File: src/include/fetch_defines.svh
`ifndef FETCH_DEFINES_SVH
`define FETCH_DEFINES_SVH

//////////////////////////////////////////////////
// fetch address space
//////////////////////////////////////////////////

// fetch address width
`define ADDR_W 32

// first address fetched once reset is released
`define RESET_PC 32'h0000_00fc

// everything below this boundary bypasses the icache
`define UNCACHE_LIMIT 32'h0000_0200

//////////////////////////////////////////////////
// exception cause codes
//////////////////////////////////////////////////

// no exception, idle code
`define EXC_NOP 7'h7f
// interrupt
`define EXC_INT 7'h00
// fetch address error, misaligned pc
`define EXC_ADEF 7'h08

//////////////////////////////////////////////////
// prediction and pipeline sizing
//////////////////////////////////////////////////

// btb entry count, must be a power of two
`define BTB_ENTRIES 16

// one pause bit per stage, bit 0 is fetch
`define PAUSE_W 4

`endif

File: src/hw/pipeline_types.sv
`include "fetch_defines.svh"

package pipeline_types;

    //////////////////////////////////////////////////
    // pipeline control
    //////////////////////////////////////////////////

    // flush and per-stage pause, from the control FSM
    typedef struct packed {
        logic                exception_flush;
        logic [`PAUSE_W-1:0] pause;
    } ctrl_t;

    // redirect target, valid while exception_flush is high
    typedef struct packed {
        logic [`ADDR_W-1:0] exception_new_pc;
        logic               is_interrupt;
    } ctrl_pc_t;

    // fetch output, tags trail pc by a cycle
    typedef struct packed {
        logic [`ADDR_W-1:0] pc;
        logic               is_interrupt;
        logic               is_adef;
        logic [6:0]         exception_cause;
    } pc_out_t;

    // decoded control request, one per cycle
    typedef enum logic [1:0] {
        OP_NONE,
        OP_EXC,
        OP_ERTN,
        OP_INT
    } ctrl_op_e;

    // running normally or inside a handler
    typedef enum logic {
        ST_RUN,
        ST_HANDLER
    } ctrl_state_e;

    // timer programming word
    typedef struct packed {
        logic        wr;
        logic        enable;
        logic        periodic;
        logic [31:0] init;
    } timer_cfg_t;

endpackage

File: src/hw/predict_types.sv
`include "fetch_defines.svh"

package predict_types;

    //////////////////////////////////////////////////
    // branch prediction
    //////////////////////////////////////////////////

    // combinational btb lookup result
    typedef struct packed {
        logic               hit;
        logic               taken;
        logic [`ADDR_W-1:0] target;
    } predict_t;

    // resolved branch from the back end
    typedef struct packed {
        logic               valid;
        logic [`ADDR_W-1:0] pc;
        logic               taken;
        logic [`ADDR_W-1:0] target;
    } btb_update_t;

endpackage

File: src/hw/btb.sv
`timescale 1ns/1ps
`include "fetch_defines.svh"

module btb (
    input  logic                       clk,
    input  logic                       rst,
    input  logic [`ADDR_W-1:0]         fetch_pc,
    input  predict_types::btb_update_t update,
    output predict_types::predict_t    pred
);

    localparam int IDX_W = $clog2(`BTB_ENTRIES);
    localparam int TAG_W = `ADDR_W - IDX_W - 2;

    // entry storage, valid is the only reset state
    logic [`BTB_ENTRIES-1:0] valid_q;
    logic [TAG_W-1:0]        tag_q    [`BTB_ENTRIES];
    logic [`ADDR_W-1:0]      target_q [`BTB_ENTRIES];
    logic [1:0]              cnt_q    [`BTB_ENTRIES];

    logic [IDX_W-1:0] rd_idx;
    logic [TAG_W-1:0] rd_tag;
    logic             rd_hit;
    logic [IDX_W-1:0] upd_idx;
    logic [TAG_W-1:0] upd_tag;
    logic             upd_hit;
    logic [1:0]       cnt_next;

    //////////////////////////////////////////////////
    // lookup
    //////////////////////////////////////////////////

    // index skips the byte offset bits
    assign rd_idx = fetch_pc[IDX_W+1:2];
    assign rd_tag = fetch_pc[`ADDR_W-1:IDX_W+2];
    assign rd_hit = valid_q[rd_idx] && (tag_q[rd_idx] == rd_tag);

    // taken when counter is 2 or 3
    assign pred = '{hit: rd_hit, taken: rd_hit && cnt_q[rd_idx][1],
                    target: target_q[rd_idx]};

    //////////////////////////////////////////////////
    // training
    //////////////////////////////////////////////////

    assign upd_idx = update.pc[IDX_W+1:2];
    assign upd_tag = update.pc[`ADDR_W-1:IDX_W+2];
    assign upd_hit = valid_q[upd_idx] && (tag_q[upd_idx] == upd_tag);

    always_comb begin
        if (!upd_hit) begin
            // fresh entry starts weak, in the resolved direction
            cnt_next = update.taken ? 2'd2 : 2'd1;
        end else if (update.taken) begin
            cnt_next = (cnt_q[upd_idx] == 2'd3) ? 2'd3 : cnt_q[upd_idx] + 2'd1;
        end else begin
            cnt_next = (cnt_q[upd_idx] == 2'd0) ? 2'd0 : cnt_q[upd_idx] - 2'd1;
        end
    end

    always_ff @(posedge clk) begin
        if (rst) begin
            valid_q <= '0;
        end else if (update.valid) begin
            valid_q[upd_idx] <= 1'b1;
        end
    end

    always_ff @(posedge clk) begin
        if (update.valid) begin
            tag_q[upd_idx]    <= upd_tag;
            target_q[upd_idx] <= update.target;
            cnt_q[upd_idx]    <= cnt_next;
        end
    end

    // back end only trains on word aligned branches
    a_update_aligned: assert property (@(posedge clk) disable iff (rst)
        update.valid |-> update.pc[1:0] == 2'b00);

endmodule

File: src/hw/fetch_top.sv
`timescale 1ns/1ps
`include "fetch_defines.svh"

module fetch_top (
    input  logic                       clk,
    input  logic                       rst,
    input  logic                       stall,
    input  logic                       branch_flush,
    input  logic [`ADDR_W-1:0]         branch_actual_addr,
    input  predict_types::btb_update_t btb_update,
    input  logic [`PAUSE_W-1:0]        pause_req,
    input  logic                       exc_req,
    input  logic [`ADDR_W-1:0]         eentry,
    input  logic                       ertn_req,
    input  logic [`ADDR_W-1:0]         era,
    input  logic                       int_enable,
    input  pipeline_types::timer_cfg_t timer_cfg,
    input  logic                       ticlr,
    output pipeline_types::pc_out_t    pc,
    output logic                       inst_en,
    output logic                       uncache_en,
    output pipeline_types::ctrl_t      ctrl,
    output logic                       irq_pending
);

    import pipeline_types::*;
    import predict_types::*;

    // control fsm to pc register
    ctrl_pc_t ctrl_pc;
    // btb lookup back into pc register
    predict_t pred;

    timer_irq timer_i (
        .clk        (clk),
        .rst        (rst),
        .cfg        (timer_cfg),
        .ticlr      (ticlr),
        .irq_pending(irq_pending)
    );

    frontend_ctrl ctrl_i (
        .clk        (clk),
        .rst        (rst),
        .exc_req    (exc_req),
        .eentry     (eentry),
        .ertn_req   (ertn_req),
        .era        (era),
        .int_enable (int_enable),
        .irq_pending(irq_pending),
        .pause_req  (pause_req),
        .ctrl       (ctrl),
        .ctrl_pc    (ctrl_pc)
    );

    btb btb_i (
        .clk     (clk),
        .rst     (rst),
        .fetch_pc(pc.pc),
        .update  (btb_update),
        .pred    (pred)
    );

    pc_reg pc_reg_i (
        .clk               (clk),
        .rst               (rst),
        .stall             (stall),
        .branch_flush      (branch_flush),
        .branch_actual_addr(branch_actual_addr),
        .pred              (pred),
        .ctrl              (ctrl),
        .ctrl_pc           (ctrl_pc),
        .pc                (pc),
        .inst_en           (inst_en),
        .uncache_en        (uncache_en)
    );

endmodule

File: src/hw/frontend_ctrl.sv
`timescale 1ns/1ps
`include "fetch_defines.svh"

module frontend_ctrl (
    input  logic                     clk,
    input  logic                     rst,
    input  logic                     exc_req,
    input  logic [`ADDR_W-1:0]       eentry,
    input  logic                     ertn_req,
    input  logic [`ADDR_W-1:0]       era,
    input  logic                     int_enable,
    input  logic                     irq_pending,
    input  logic [`PAUSE_W-1:0]      pause_req,
    output pipeline_types::ctrl_t    ctrl,
    output pipeline_types::ctrl_pc_t ctrl_pc
);

    import pipeline_types::*;

    ctrl_state_e         state_q;
    ctrl_op_e            op;
    logic                flush_q;
    logic [`PAUSE_W-1:0] pause_q;
    logic                int_q;
    logic [`ADDR_W-1:0]  new_pc_q;

    //////////////////////////////////////////////////
    // request decode
    //////////////////////////////////////////////////

    always_comb begin
        if (flush_q) begin
            // requests in the flush shadow belong to squashed work
            op = OP_NONE;
        end else if (ertn_req) begin
            op = OP_ERTN;
        end else if (exc_req) begin
            op = OP_EXC;
        end else if (state_q == ST_RUN && int_enable && irq_pending) begin
            // no nesting, handler must ertn first
            op = OP_INT;
        end else begin
            op = OP_NONE;
        end
    end

    //////////////////////////////////////////////////
    // state and registered controls
    //////////////////////////////////////////////////

    always_ff @(posedge clk) begin
        if (rst) begin
            state_q <= ST_RUN;
            flush_q <= 1'b0;
            int_q   <= 1'b0;
            pause_q <= '0;
        end else begin
            case (op)
                OP_EXC, OP_INT: state_q <= ST_HANDLER;
                OP_ERTN:        state_q <= ST_RUN;
                default:        state_q <= state_q;
            endcase
            // single cycle flush pulse per request
            flush_q <= (op != OP_NONE);
            int_q   <= (op == OP_INT);
            pause_q <= pause_req;
        end
    end

    // redirect target, only looked at with the flush
    always_ff @(posedge clk) begin
        if (op == OP_ERTN) begin
            new_pc_q <= era;
        end else begin
            new_pc_q <= eentry;
        end
    end

    assign ctrl    = '{exception_flush: flush_q, pause: pause_q};
    assign ctrl_pc = '{exception_new_pc: new_pc_q, is_interrupt: int_q};

    // back to back flushes would drop the second target
    a_flush_single: assert property (@(posedge clk) disable iff (rst)
        ctrl.exception_flush |=> !ctrl.exception_flush);

endmodule

File: src/hw/pc_reg.sv
`timescale 1ns/1ps
`include "fetch_defines.svh"

module pc_reg (
    input  logic                    clk,
    input  logic                    rst,
    input  logic                    stall,
    input  logic                    branch_flush,
    input  logic [`ADDR_W-1:0]      branch_actual_addr,
    input  predict_types::predict_t pred,
    input  pipeline_types::ctrl_t   ctrl,
    input  pipeline_types::ctrl_pc_t ctrl_pc,
    output pipeline_types::pc_out_t pc,
    output logic                    inst_en,
    output logic                    uncache_en
);

    logic [`ADDR_W-1:0] pc_q;
    logic               int_tag_q;
    logic               adef_q;
    logic [6:0]         cause_q;
    logic               misaligned;

    // fetch turns on one cycle after reset
    always_ff @(posedge clk) begin
        if (rst) begin
            inst_en <= 1'b0;
        end else begin
            inst_en <= 1'b1;
        end
    end

    //////////////////////////////////////////////////
    // next fetch address
    //////////////////////////////////////////////////

    always_ff @(posedge clk) begin
        if (rst) begin
            pc_q <= `RESET_PC;
        end else if (!inst_en) begin
            // first cycle out of reset, keep reset address
            pc_q <= pc_q;
        end else if (ctrl.exception_flush) begin
            pc_q <= ctrl_pc.exception_new_pc;
        end else if (ctrl.pause[0]) begin
            // pause blocks branch correction too
            pc_q <= pc_q;
        end else if (branch_flush) begin
            pc_q <= branch_actual_addr;
        end else if (stall) begin
            pc_q <= pc_q;
        end else if (pred.hit && pred.taken) begin
            pc_q <= pred.target;
        end else begin
            pc_q <= pc_q + `ADDR_W'd4;
        end
    end

    assign misaligned = |pc_q[1:0];

    // tags describe the previous cycle's pc
    always_ff @(posedge clk) begin
        int_tag_q <= ctrl_pc.is_interrupt;
        adef_q    <= misaligned;
        // interrupt wins over adef
        if (ctrl_pc.is_interrupt) begin
            cause_q <= `EXC_INT;
        end else if (misaligned) begin
            cause_q <= `EXC_ADEF;
        end else begin
            cause_q <= `EXC_NOP;
        end
    end

    always_ff @(posedge clk) begin
        if (rst) begin
            uncache_en <= 1'b0;
        end else begin
            uncache_en <= (pc_q < `UNCACHE_LIMIT);
        end
    end

    assign pc = '{pc: pc_q, is_interrupt: int_tag_q, is_adef: adef_q,
                  exception_cause: cause_q};

    // fetch pause freezes pc unless a redirect lands
    a_pause_holds: assert property (@(posedge clk) disable iff (rst)
        inst_en && ctrl.pause[0] && !ctrl.exception_flush |=> $stable(pc.pc));

    // a redirect always lands, whatever the pause state
    a_flush_lands: assert property (@(posedge clk) disable iff (rst)
        inst_en && ctrl.exception_flush |=> pc.pc == $past(ctrl_pc.exception_new_pc));

endmodule

File: src/hw/timer_irq.sv
`timescale 1ns/1ps

module timer_irq (
    input  logic                       clk,
    input  logic                       rst,
    input  pipeline_types::timer_cfg_t cfg,
    input  logic                       ticlr,
    output logic                       irq_pending
);

    logic [31:0] count_q;
    logic [31:0] reload_q;
    logic        en_q;
    logic        periodic_q;
    logic        expire;

    // last count step, a zero load expires at once
    assign expire = en_q && !cfg.wr && (count_q <= 32'd1);

    //////////////////////////////////////////////////
    // countdown
    //////////////////////////////////////////////////

    always_ff @(posedge clk) begin
        if (rst) begin
            count_q    <= '0;
            en_q       <= 1'b0;
            periodic_q <= 1'b0;
        end else if (cfg.wr) begin
            count_q    <= cfg.init;
            en_q       <= cfg.enable;
            periodic_q <= cfg.periodic;
        end else if (expire) begin
            // periodic reloads, one-shot stops
            count_q <= periodic_q ? reload_q : 32'd0;
            en_q    <= periodic_q;
        end else if (en_q) begin
            count_q <= count_q - 32'd1;
        end
    end

    // reload value kept for periodic mode
    always_ff @(posedge clk) begin
        if (cfg.wr) begin
            reload_q <= cfg.init;
        end
    end

    // sticky pending, expiry wins over a same-cycle clear
    always_ff @(posedge clk) begin
        if (rst) begin
            irq_pending <= 1'b0;
        end else if (expire) begin
            irq_pending <= 1'b1;
        end else if (ticlr) begin
            irq_pending <= 1'b0;
        end
    end

endmodule

File: config.mk
export PLATFORM = sky130hd
export DESIGN_NAME = fetch_top
export DESIGN_NICKNAME = d
export VERILOG_FILES = /design/src/hw/pipeline_types.sv /design/src/hw/predict_types.sv /design/src/hw/btb.sv /design/src/hw/fetch_top.sv /design/src/hw/frontend_ctrl.sv /design/src/hw/pc_reg.sv /design/src/hw/timer_irq.sv
export VERILOG_INCLUDE_DIRS = /design/src /design/src/include
export SDC_FILE = /design/constraint.sdc
export NUM_CORES = 1
export LEC_CHECK = 0
export BUFFER_PORTS_ARGS = -buffer_cell sky130_fd_sc_hd__buf_2
export CORE_ASPECT_RATIO = 0.6
export CORE_UTILIZATION = 61
export DETAILED_ROUTE_END_ITERATION = 7
export PLACE_DENSITY = 0.8
export SETUP_SLACK_MARGIN = 0.1
export SLEW_MARGIN = 0
export SYNTH_ARGS = -nofsm -noshare
export SYNTH_HDL_FRONTEND = slang
export SYNTH_SLANG_ARGS = --single-unit
File: constraint.sdc
create_clock -name clk -period 11.02 [get_ports clk]
set_input_delay 2.204 -clock clk [delete_from_list [all_inputs] [get_ports clk]]
set_output_delay 2.204 -clock clk [all_outputs]
set_load 0.005 [all_outputs]
Yosys cells after proc, flatten, opt, wreduce, memory -nomap -nowiden
Memory sizes are Yosys's and may differ from the RTL's. A register that Yosys moved wholly into a read port is not among the register bits.
Index checks and enable logic that the tools add are counted.
W data, S select, Z words.
{ "classes": {"eq_ne": 8, "addsub": 4, "order_cmp": 5, "n_bitwise": 2, "n_mux": 40, "n_reduce_logical": 19} }
{ "op_table": {"columns": ["cell", "n"], "rows": [
  ["$mux W32", 10],
  ["$eq A26 B26 Y1", 2],
  ["$add A32 B3 Y32 const B", 1],
  ["$le A32 B1 Y1 const B", 1],
  ["$lt A32 B10 Y1 const B", 1],
  ["$sub A32 B1 Y32 const B", 1],
  ["$mux W4", 6],
  ["$mux W2", 9],
  ["$or A16 B16 Y16", 1],
  ["$lt A4 B5 Y1 const B", 2],
  ["$mux W1", 10],
  ["$logic_and A1 B1 Y1", 9],
  ["$bmux W1 S4", 2],
  ["$reduce_bool A2 Y1", 4],
  ["$mux W7", 1],
  ["$eq A2 B2 Y1 const B", 3],
  ["$demux W1 S4", 1],
  ["$ge A4 B1 Y1 const B", 1],
  ["$reduce_or A2 Y1", 2],
  ["$ne A3 B1 Y1 const B", 1],
  ["$reduce_and A3 Y1", 1],
  ["$reduce_bool A3 Y1", 1],
  ["$add A2 B1 Y2 const B", 1],
  ["$eq A2 B1 Y1 const B", 1],
  ["other kinds (6)", 6]
]} }
{ "word_totals": {"ram_bits": 960, "register_bits": 165, "wordCells": 98, "memories": 3} }
{ "mem_list": {"columns": ["memory", "depth", "word_bits", "rd", "rd_ports_with_merged_regs", "write_ports", "line", "source"], "rows": [
  ["btb_i.target_q", 16, 32, 1, 1, 1, "btb.sv:18", "logic [`ADDR_W-1:0] target_q [`BTB_ENTRIES];"],
  ["btb_i.tag_q", 16, 26, 2, 1, 1, "btb.sv:17", "logic [TAG_W-1:0] tag_q [`BTB_ENTRIES];"],
  ["btb_i.cnt_q", 16, 2, 2, 1, 1, "btb.sv:19", "logic [1:0] cnt_q [`BTB_ENTRIES];"]
]} }

Logic depth before layout (Yosys ltp)
Gate-level depths: netlist of run 1.
{ "logic_depth": {"ltp_word": 12, "ltp_mapped": 15} }

By module
Synthesis of run 1 repeated with hierarchy kept, for this count alone.
{ "unflattened": {"cells_unflattened": 2613, "area_unflattened_um2": 48682.9} }
{ "by_module_without_submodules": {"columns": ["module", "area_each_um2", "n_inst", "cells_per_inst", "seq_area_each_um2"], "rows": [
  ["btb", 40988.1, 1, 1791, 29148.0],
  ["timer_irq", 3316.9, 1, 314, 1661.6],
  ["pc_reg", 2982.9, 1, 419, 760.7],
  ["frontend_ctrl", 1395.1, 1, 89, 780.7]
]} }

Worst setup path after synthesis of run 1
Ideal clock, no wire load.
{ "synth_path": {"path_kind": "input-to-reg", "from": "in btb_update[35] (netlist bit)", "to": "mem btb_i.cnt_q[3][0], enable pin", "n_path_buf": 3, "path_stages": 5, "slack_ps": 2625, "t_arrival_ps": 7841, "setup_time_ps": 554, "cell_sequence": "clkbuf_1 > buf_1 > clkbuf_1 > nand3_1 > nor3_1"} }
{ "synth_lines": {"columns": ["item", "line", "source"], "rows": [
  ["start: declaration", "fetch_top.sv:10", "input predict_types::btb_update_t btb_update,"],
  ["end: declaration", "btb.sv:19", null]
]} }
No word-level cell before the write port.

Final worst setup path of run 1
{ "layout_path": {"from": "in btb_update[36] (netlist bit)", "to": "mem btb_i.cnt_q[4][0] (data pin)"} }
{ "layout_via": {"elab_chain_cells": 5, "elab_cells_between_ends": 14, "cone_classes": "add/sub (2); eq/ne (2); mux (6); reduce/logical (2); memory (2)"} }
{ "layout_rtl": {"columns": ["item", "line", "source"], "rows": [
  ["$mem_v2 Z16 W2", null, null],
  ["$sub A2 B1 Y2 (tied with other cells)", "btb.sv:57", "cnt_next = (cnt_q[upd_idx] == 2'd0) ? 2'd0 : cnt_q[upd_idx] - 2'd1;"],
  ["$mux W2, on equally long branches", "btb.sv:57, btb.sv:55", null],
  ["$mux W2", "btb.sv:54", "end else if (update.taken) begin"],
  ["$mux W2 (*)", "btb.sv:51", "if (!upd_hit) begin"],
  ["via btb_i.cnt_next[0]", "btb.sv:27", "logic [1:0] cnt_next;"]
]} }
The timed path passes the listed nets; every way through them passes the cells marked *. The select of a mux whose other input is x is not followed.

==> summary.md, run 1 <==
| Metric | Value |
|---|---|
| Status | `completed` |
| DR pass1 iterations | `5` |
| Filler Cell Count | `4,779` |
| CTS tree | `built` |
| Worst slew pin tran | `1.22 ns` |
| Final worst path period share | `0.614` |
| Kind of critical path | `in -> reg` |
| FP Rows | `79` |
| FF+latch count, synth | `roughly 1,100` |
| Hold Crit Class | `reg -> reg` |
| Setup TNS | `0 ns` |
| Crit Path Max Fanout | `66` |
| Net Switching | `0.00223 W` |
| Dpl hpwl | `73.1 mm` |
| Syn Area/Cell | `approximately 18 um2` |
| Share of cells above drive strength 1 | `0.313` |
| Multi-input logic area | `15,300 um2` |
| EDFF count, synth | `a little under 1,000` |
| Layout area overhead | `11.4%` |
| Worst endpoint data arrival time | `7.17 ns` |
| Final Wtd Congestion | `0.865` |
| Data required, critical path | `around 11 ns` |
| First-pass GRT wire length | `186 mm` |
| WL/cell | `31.3 um` |
| Nets | `approximately 3,100` |
| Die span in y | `220 um` |
| Hold Worst Slack | `approximately 0.43 ns` |
| Top_reg_cell synth | `edfxtp_1` |
| Cell variety after synth | `74` |
| WL final | `roughly 130 mm` |
| RSZ-0062 raised after global routing | `false` |
| Clock Power Share | `0.378` |
| Seq pwr share | `0.515` |
| Number of global-route vias before repair | `approximately 28,000` |
| Port bufs | `255` |
| Initial antenna violation count | `10` |
| Chip Width | `366 um` |
| Sequential element share of the synthesized area | `0.668` |
| Gate power share | `0.108` |
| PwrDens | `between 150 and 200 nW/um2` |
| Via count | `28,100` |
| Clock net sink count | `approximately 1,100` |
| Top cell type's share of synthesized area | `0.614` |
| # hold bufs at CTS | `0` |
| Post-Syn Nets | `~2,900` |
| Main area contributors after synthesis | `edfxtp_1, mux4_2, dfxtp_1` |
| Crit. End Element | `flop` |
| Final Setup Violations | `0` |
| Post-Synthesis Cells | `2,688` |
| Final Max Slew Viols | `0` |
| Peak Freq | `between 100 and 150 MHz` |
| R2r setup slk | `between 5 and 6 ns` |
| Post-CTS Setup Inserts | `0` |
| Resized cells post-CTS | `0` |
| Latest clock arrival within the worst-skew pair | `between 0.7 and 0.8 ns` |
| Netlist Area Pre-Place | `48,500 um2` |
| Minimum clock period | `just under 7 ns` |
| Core box area | `78,100 um2` |
| GR Overflow Total | `0` |
| Post-synth ARST share | `0` |
| Post-Route Skew | `0.0277 ns` |
| TritonCTS Buffers | `98` |
| Largest net degree at the start of global routing | `113` |
| Synth warn | `0` |
| Max_cap viols | `0` |
| Bufs on Longest Clock Path | `3` |
| Initial Util | `0.622` |
| Largest area contributor in the netlist | `edfxtp_1` |
| Antenna-violating nets left | `0` |
| Ports | `258` |
| Reg clk slew, reported paths | `0.07 ns` |
| Vias per cell | `7.00` |
| Switching Share | `0.236` |
| Total GRT Usage | `0.317` |
| Int Power | `approximately 0.0072 W` |
| Residual DRC | `0` |
| Peak supply drop | `between 0.00015 and 0.0002 V` |
| Util after Layout | `0.692` |
| Crit path launch type | `input pin` |
| Clk Tree Root Cell | `clkbuf_16` |
| Slew HR | `0.188` |
| Full die area | `80,700 um2` |
| Sequential cell area | `approximately 32,000 um2` |
| Hold Fails Final Rpt | `0` |
| Pleak | `around 18 nW` |
| Iter 0 DRT Violations | `roughly 4,000` |
| CTS H-tree lvls | `3` |
metrics by stage:
stage | worst slack [ns] | instances | instance area [um2] | power [W]
floorplan | 2.62 | 2688 | 48500 | 0.00558
global placement | 3.96 | 3834 | 50700 | 0.00590
finish | 4.26 | 4019 | 54100 | 0.00945
global route | 3.94 | 4018 | 54100 | 0.00969
CTS | 4.62 | 4016 | 54000 | 0.00946
detailed placement | 3.87 | 3834 | 50700 | 0.00594
synth_stat cells, types with 34 or more instances:
library cell / number
nand2_1: 86
clkbuf_1: 111
a21oi_1: 91
buf_1: 34
edfxtp_1: 992
o21ai_0: 37
nor2_1: 121
nor3_1: 45
nand3_1: 53
mux2i_1: 65
mux4_2: 404
mux2_2: 44
dfxtp_1: 132
xnor2_1: 74
area by class of cell:
| cell class | count | share of cell area |
|---|---|---|
| well taps | 1053 | 0.0244 |
| diodes | 3 | 0.000139 |
| clock buffers | 134 | 0.0520 |
| flip-flops and latches | 1124 | 0.600 |
| clock inverters | 48 | 0.00977 |
| repair buffers | 293 | 0.0298 |
| inverters | 19 | 0.00134 |
| multi-input cells | 1345 | 0.282 |
placed cells by master, fill, tap and decap left out, drive strengths merged, types with 44 or more instances in the layout:
cell type,n
edfxtp,992
mux4,404
buf,293
clkbuf,134
dfxtp,132
nor2,121
a21oi,91
nand2,86
xnor2,74
o21ai,68
mux2i,65
nand3,53
nor3,45
mux2,44
power by group through the flow:
stage	Clock [W]	Combinational (W)	Sequential (W)
after floorplan	0	0.000701	0.00488
after global placement	0	0.000965	0.00494
after detailed placement	0	0.000993	0.00495
after CTS	0.00359	0.00100	0.00486
after global routing	0.00375	0.00107	0.00487
final	0.00357	0.00102	0.00486
critical path, stage by stage:
cell     delay [ns]
buf_4          0.62
buf_4          0.91
mux4_2         0.43
mux4_2         0.49
xnor2_1        0.18
nand4_1        0.34
nor4_1         0.92
nand2_1        0.21
o21ai_0        0.20
o31a_1         0.55
flip-flops by register name, indices dropped and copies added (netlist names), 2 cells and up, named ones only:
name              count
btb_i.target_q      512
btb_i.tag_q         416
btb_i.cnt_q          32
ctrl_i.new_pc_q      32
pc_reg_i.pc_q        32
timer_i.count_q      32
timer_i.reload_q     32
btb_i.valid_q        16
ctrl_i.pause_q        4
pc_reg_i.cause_q      2
per-layer routing:
layer | vias up | track usage | part of all wire
met2 | 1982 | 0.487 | 0.47
met4 | 12 | 0.0932 | 0.027
met5 | - | 0 | 0.00053
met3 | 282 | 0.0960 | 0.13
li1 | 11500 | - | -
met1 | 14400 | 0.444 | 0.37
kinds of logic after synthesis:
group / share of synthesized area
buffers and inverters: 0.0200
AOI/OAI and AO/OA: 0.0398
adders and majority gates: 0.000773
muxes: 0.211
and+or+nand+nor: 0.0461
DFF: 0.668
xor gates and xnor gates: 0.0141
worst paths after layout:
| check | start | endpoint | depth (start not counted) |
|---|---|---|---|
| setup reg to reg | flop | flop | 11 |
| hold / removal | ctrl_i.int_q | pc_reg_i.int_tag_q | 0 |
| setup / recovery | btb_update[36] | btb_i.cnt_q[4][0] | 10 |
| hold reg to reg | ctrl_i.int_q | pc_reg_i.int_tag_q | 0 |
Power figures use the tool's default switching activity.
==> inputs of run 2 (changes only) <==
- CORE_UTILIZATION: 61 -> 55
- PLACE_DENSITY: 0.8 -> 0.76
- clock period: 11.02 -> 5.9 ns (I/O delays scaled with it)
==> summary.md, run 2 (synthesized netlist as in run 1, its figures left out) <==
| Metric | Value |
|---|---|
| Vias per cell | `6.91 (-1.2%)` |
| Net Switching | `0.00429 W (+92%)` |
| Hold endpoint | `pc_reg_i.int_tag_q` |
| Residual DRC | `0 (unchanged)` |
| Crit. End Element | `flop` |
| Switching Share | `0.242 (+0.00576)` |
| Final Wtd Congestion | `0.891 (+3.1%)` |
| # hold bufs at CTS | `0 (unchanged)` |
| Clk Tree Root Cell | `clkbuf_16` |
| Antenna-violating nets left | `0 (unchanged)` |
| Status | `completed` |
| Resized cells post-CTS | `0 (unchanged)` |
| Most frequent cells in the layout | `edfxtp_1, mux4_2, buf_2, dfxtp_1, nor2_1` |
| Number of global-route vias before repair | `28,400 (+0.88%)` |
| Full die area | `89,500 um2 (+11%)` |
| Setup TNS | `0 ns (unchanged)` |
| Kind of critical path | `reg -> reg` |
| Die span in y | `232 um (+5.3%)` |
| First-pass GRT wire length | `195 mm (+4.8%)` |
| Post-CTS Setup Inserts | `0 (unchanged)` |
| Iter 0 DRT Violations | `4,259 (+5.8%)` |
| Chip Width | `386 um (+5.3%)` |
| Port bufs | `255 (unchanged)` |
| Hold depth | `0 (unchanged)` |
| Crit path launch type | `flop` |
| Nets | `3,146 (+1.7%)` |
| Bufs on Longest Clock Path | `3 (unchanged)` |
| Number of flip-flops under the largest register name | `512 (unchanged)` |
| RSZ-0062 raised after global routing | `false` |
| Worst endpoint data arrival time | `5.43 ns (-1.74 ns)` |
| Clock Power Share | `0.377 (about the same)` |
| Crit path max-delay cell type | `dfxtp_4` |
| GR Overflow Total | `0 (unchanged)` |
| Largest net degree at the start of global routing | `97 (-14%)` |
| Reg clk slew, reported paths | `0.07 ns (about the same)` |
| Final Setup Violations | `0 (unchanged)` |
| CTS H-tree lvls | `3 (unchanged)` |
| Peak supply drop | `0.000302 V (+89%)` |
| Gate power share | `0.111 (+0.003)` |
| DR pass1 iterations | `6 (+1)` |
| Int Power | `0.0134 W (+86%)` |
| Largest registers | `btb_i.target_q x512, btb_i.tag_q x416` |
| Seq pwr share | `0.512 (-0.003)` |
| Initial antenna violation count | `11 (+1)` |
| Latest clock arrival within the worst-skew pair | `0.72 ns (about the same)` |
| Hold Fails Final Rpt | `0 (unchanged)` |
| Share of cells above drive strength 1 | `0.329 (+0.0166)` |
| Peak Freq | `207 MHz` |
| Reg with most FFs | `btb_i.target_q` |
| Final worst path period share | `0.817` |
| R2r setup slk | `1.08 ns (-4.00 ns)` |
| Ports | `258 (unchanged)` |
| Worst slew pin tran | `1.33 ns (+0.107 ns)` |
| Initial Util | `0.562 (-0.0598)` |
| Core box area | `86,400 um2 (+11%)` |
| Slew HR | `0.114 (-0.0739)` |
| WL/cell | `32.2 um (+3.0%)` |
| Bufs and invs on worst path | `1 (-1)` |
| Crit Path Max Fanout | `43 (-35%)` |
| Clock net sink count | `1,124 (unchanged)` |
| Data required, critical path | `6.51 ns (-4.92 ns)` |
| Minimum clock period | `4.82 ns` |
| Hold Crit Class | `reg -> reg` |
| Worst path cell trace | `buf_4 > mux4_2 > mux2i_1 > xnor2_1 > nor4_1 > o2111ai_1 > or4_4 > or2_4 > and3_1 > o31ai_2` |
| Via count | `28,900 (+2.6%)` |
| Layout area overhead | `12.9%` |
| Critical Path Max Stage Delay | `0.91 ns (about the same)` |
| Pleak | `18.3 nW (+1.8%)` |
| PwrDens | `324 nW/um2 (+85%)` |
| WL final | `134 mm (+7.0%)` |
| Dpl hpwl | `81.9 mm (+12%)` |
| Total GRT Usage | `0.304 (-0.0123)` |
| Total Power | `0.0177 W (+88%)` |
| Top Family by Delay on Critical Path | `simple AND/OR/NAND/NOR gates` |
| Min-delay src | `ctrl_i.int_q` |
| Post-Route Skew | `0.0441 ns (+0.0164 ns)` |
| Worst reg2reg path depth | `10 (-1)` |
| Filler Cell Count | `5,858 (+23%)` |
| CTS tree | `built` |
| TritonCTS Buffers | `98 (unchanged)` |
| Commonest non-fill, non-tap cell in the layout | `edfxtp_1` |
| Max_cap viols | `0 (unchanged)` |
| FP Rows | `83 (+5.1%)` |
| Final Max Slew Viols | `0 (unchanged)` |
[run 2: metal layers]
layer	GRT usage	vias up	wire length (um)
met4	0.0886	4	3680
met5	0	-	23
met1	0.430	14800	49400
li1	-	11600	-
met3	0.0915	275	18700
met2	0.462	2138	62700
[run 2: worst max-delay path by stage]
stage / endpoint / slack [ns] / cells past startpoint
floorplan: btb_i.cnt_q[15][0] / 0.15 / 5
global placement: btb_i.cnt_q[14][1] / 0.83 / 10
detailed placement: btb_i.cnt_q[15][1] / 0.68 / 10
CTS: flop / 1.23 / 10
global route: flop / 0.99 / 10
finish: flop / 1.08 / 10
[run 2: cell type report]
| type | count | area, um2 | area share |
|---|---|---|---|
| clock buffer | 132 | 2820 | 0.0514 |
| antenna | 6 | 15.0 | 0.000274 |
| sequential | 1124 | 32400 | 0.592 |
| multi-input combinational | 1345 | 15300 | 0.279 |
| timing repair buffer | 346 | 2200 | 0.0401 |
| clock inverter | 54 | 539 | 0.00984 |
| tap | 1147 | 1440 | 0.0262 |
| inverter | 19 | 72.6 | 0.00132 |
[run 2: power by group through the flow]
stage	sequential (W)	clock (W)	combinational, W
2_1_floorplan	0.00912	0	0.00131
3_3_place_gp	0.00923	0	0.00187
3_5_place_dp	0.00925	0	0.00192
4_1_cts	0.00908	0.00674	0.00194
5_1_grt	0.00910	0.00702	0.00207
6_report	0.00909	0.00669	0.00196
[run 2: stage by stage]
stage / utilization / instances / setup WS (ns) / cell area [um2] / hold WS (ns)
floorplan: - / 2688 / 0.153 / 48600 / 0.351
global placement: 0.595 / 3981 / 0.828 / 51400 / 0.356
detailed placement: 0.595 / 3981 / 0.681 / 51400 / 0.368
CTS: 0.634 / 4167 / 1.23 / 54800 / 0.385
global route: 0.634 / 4172 / 0.986 / 54800 / 0.391
finish: 0.634 / 4173 / 1.08 / 54800 / 0.386
[run 2: worst register-to-register path: stages, from the launching register on]
cell and delay, ns:
dfxtp_4 0.91, buf_4 0.52, mux4_2 0.56, mux2i_1 0.44
xnor2_1 0.15, nor4_1 0.30, o2111ai_1 0.16, or4_4 0.61
or2_4 0.50, and3_1 0.26, o31ai_2 0.30
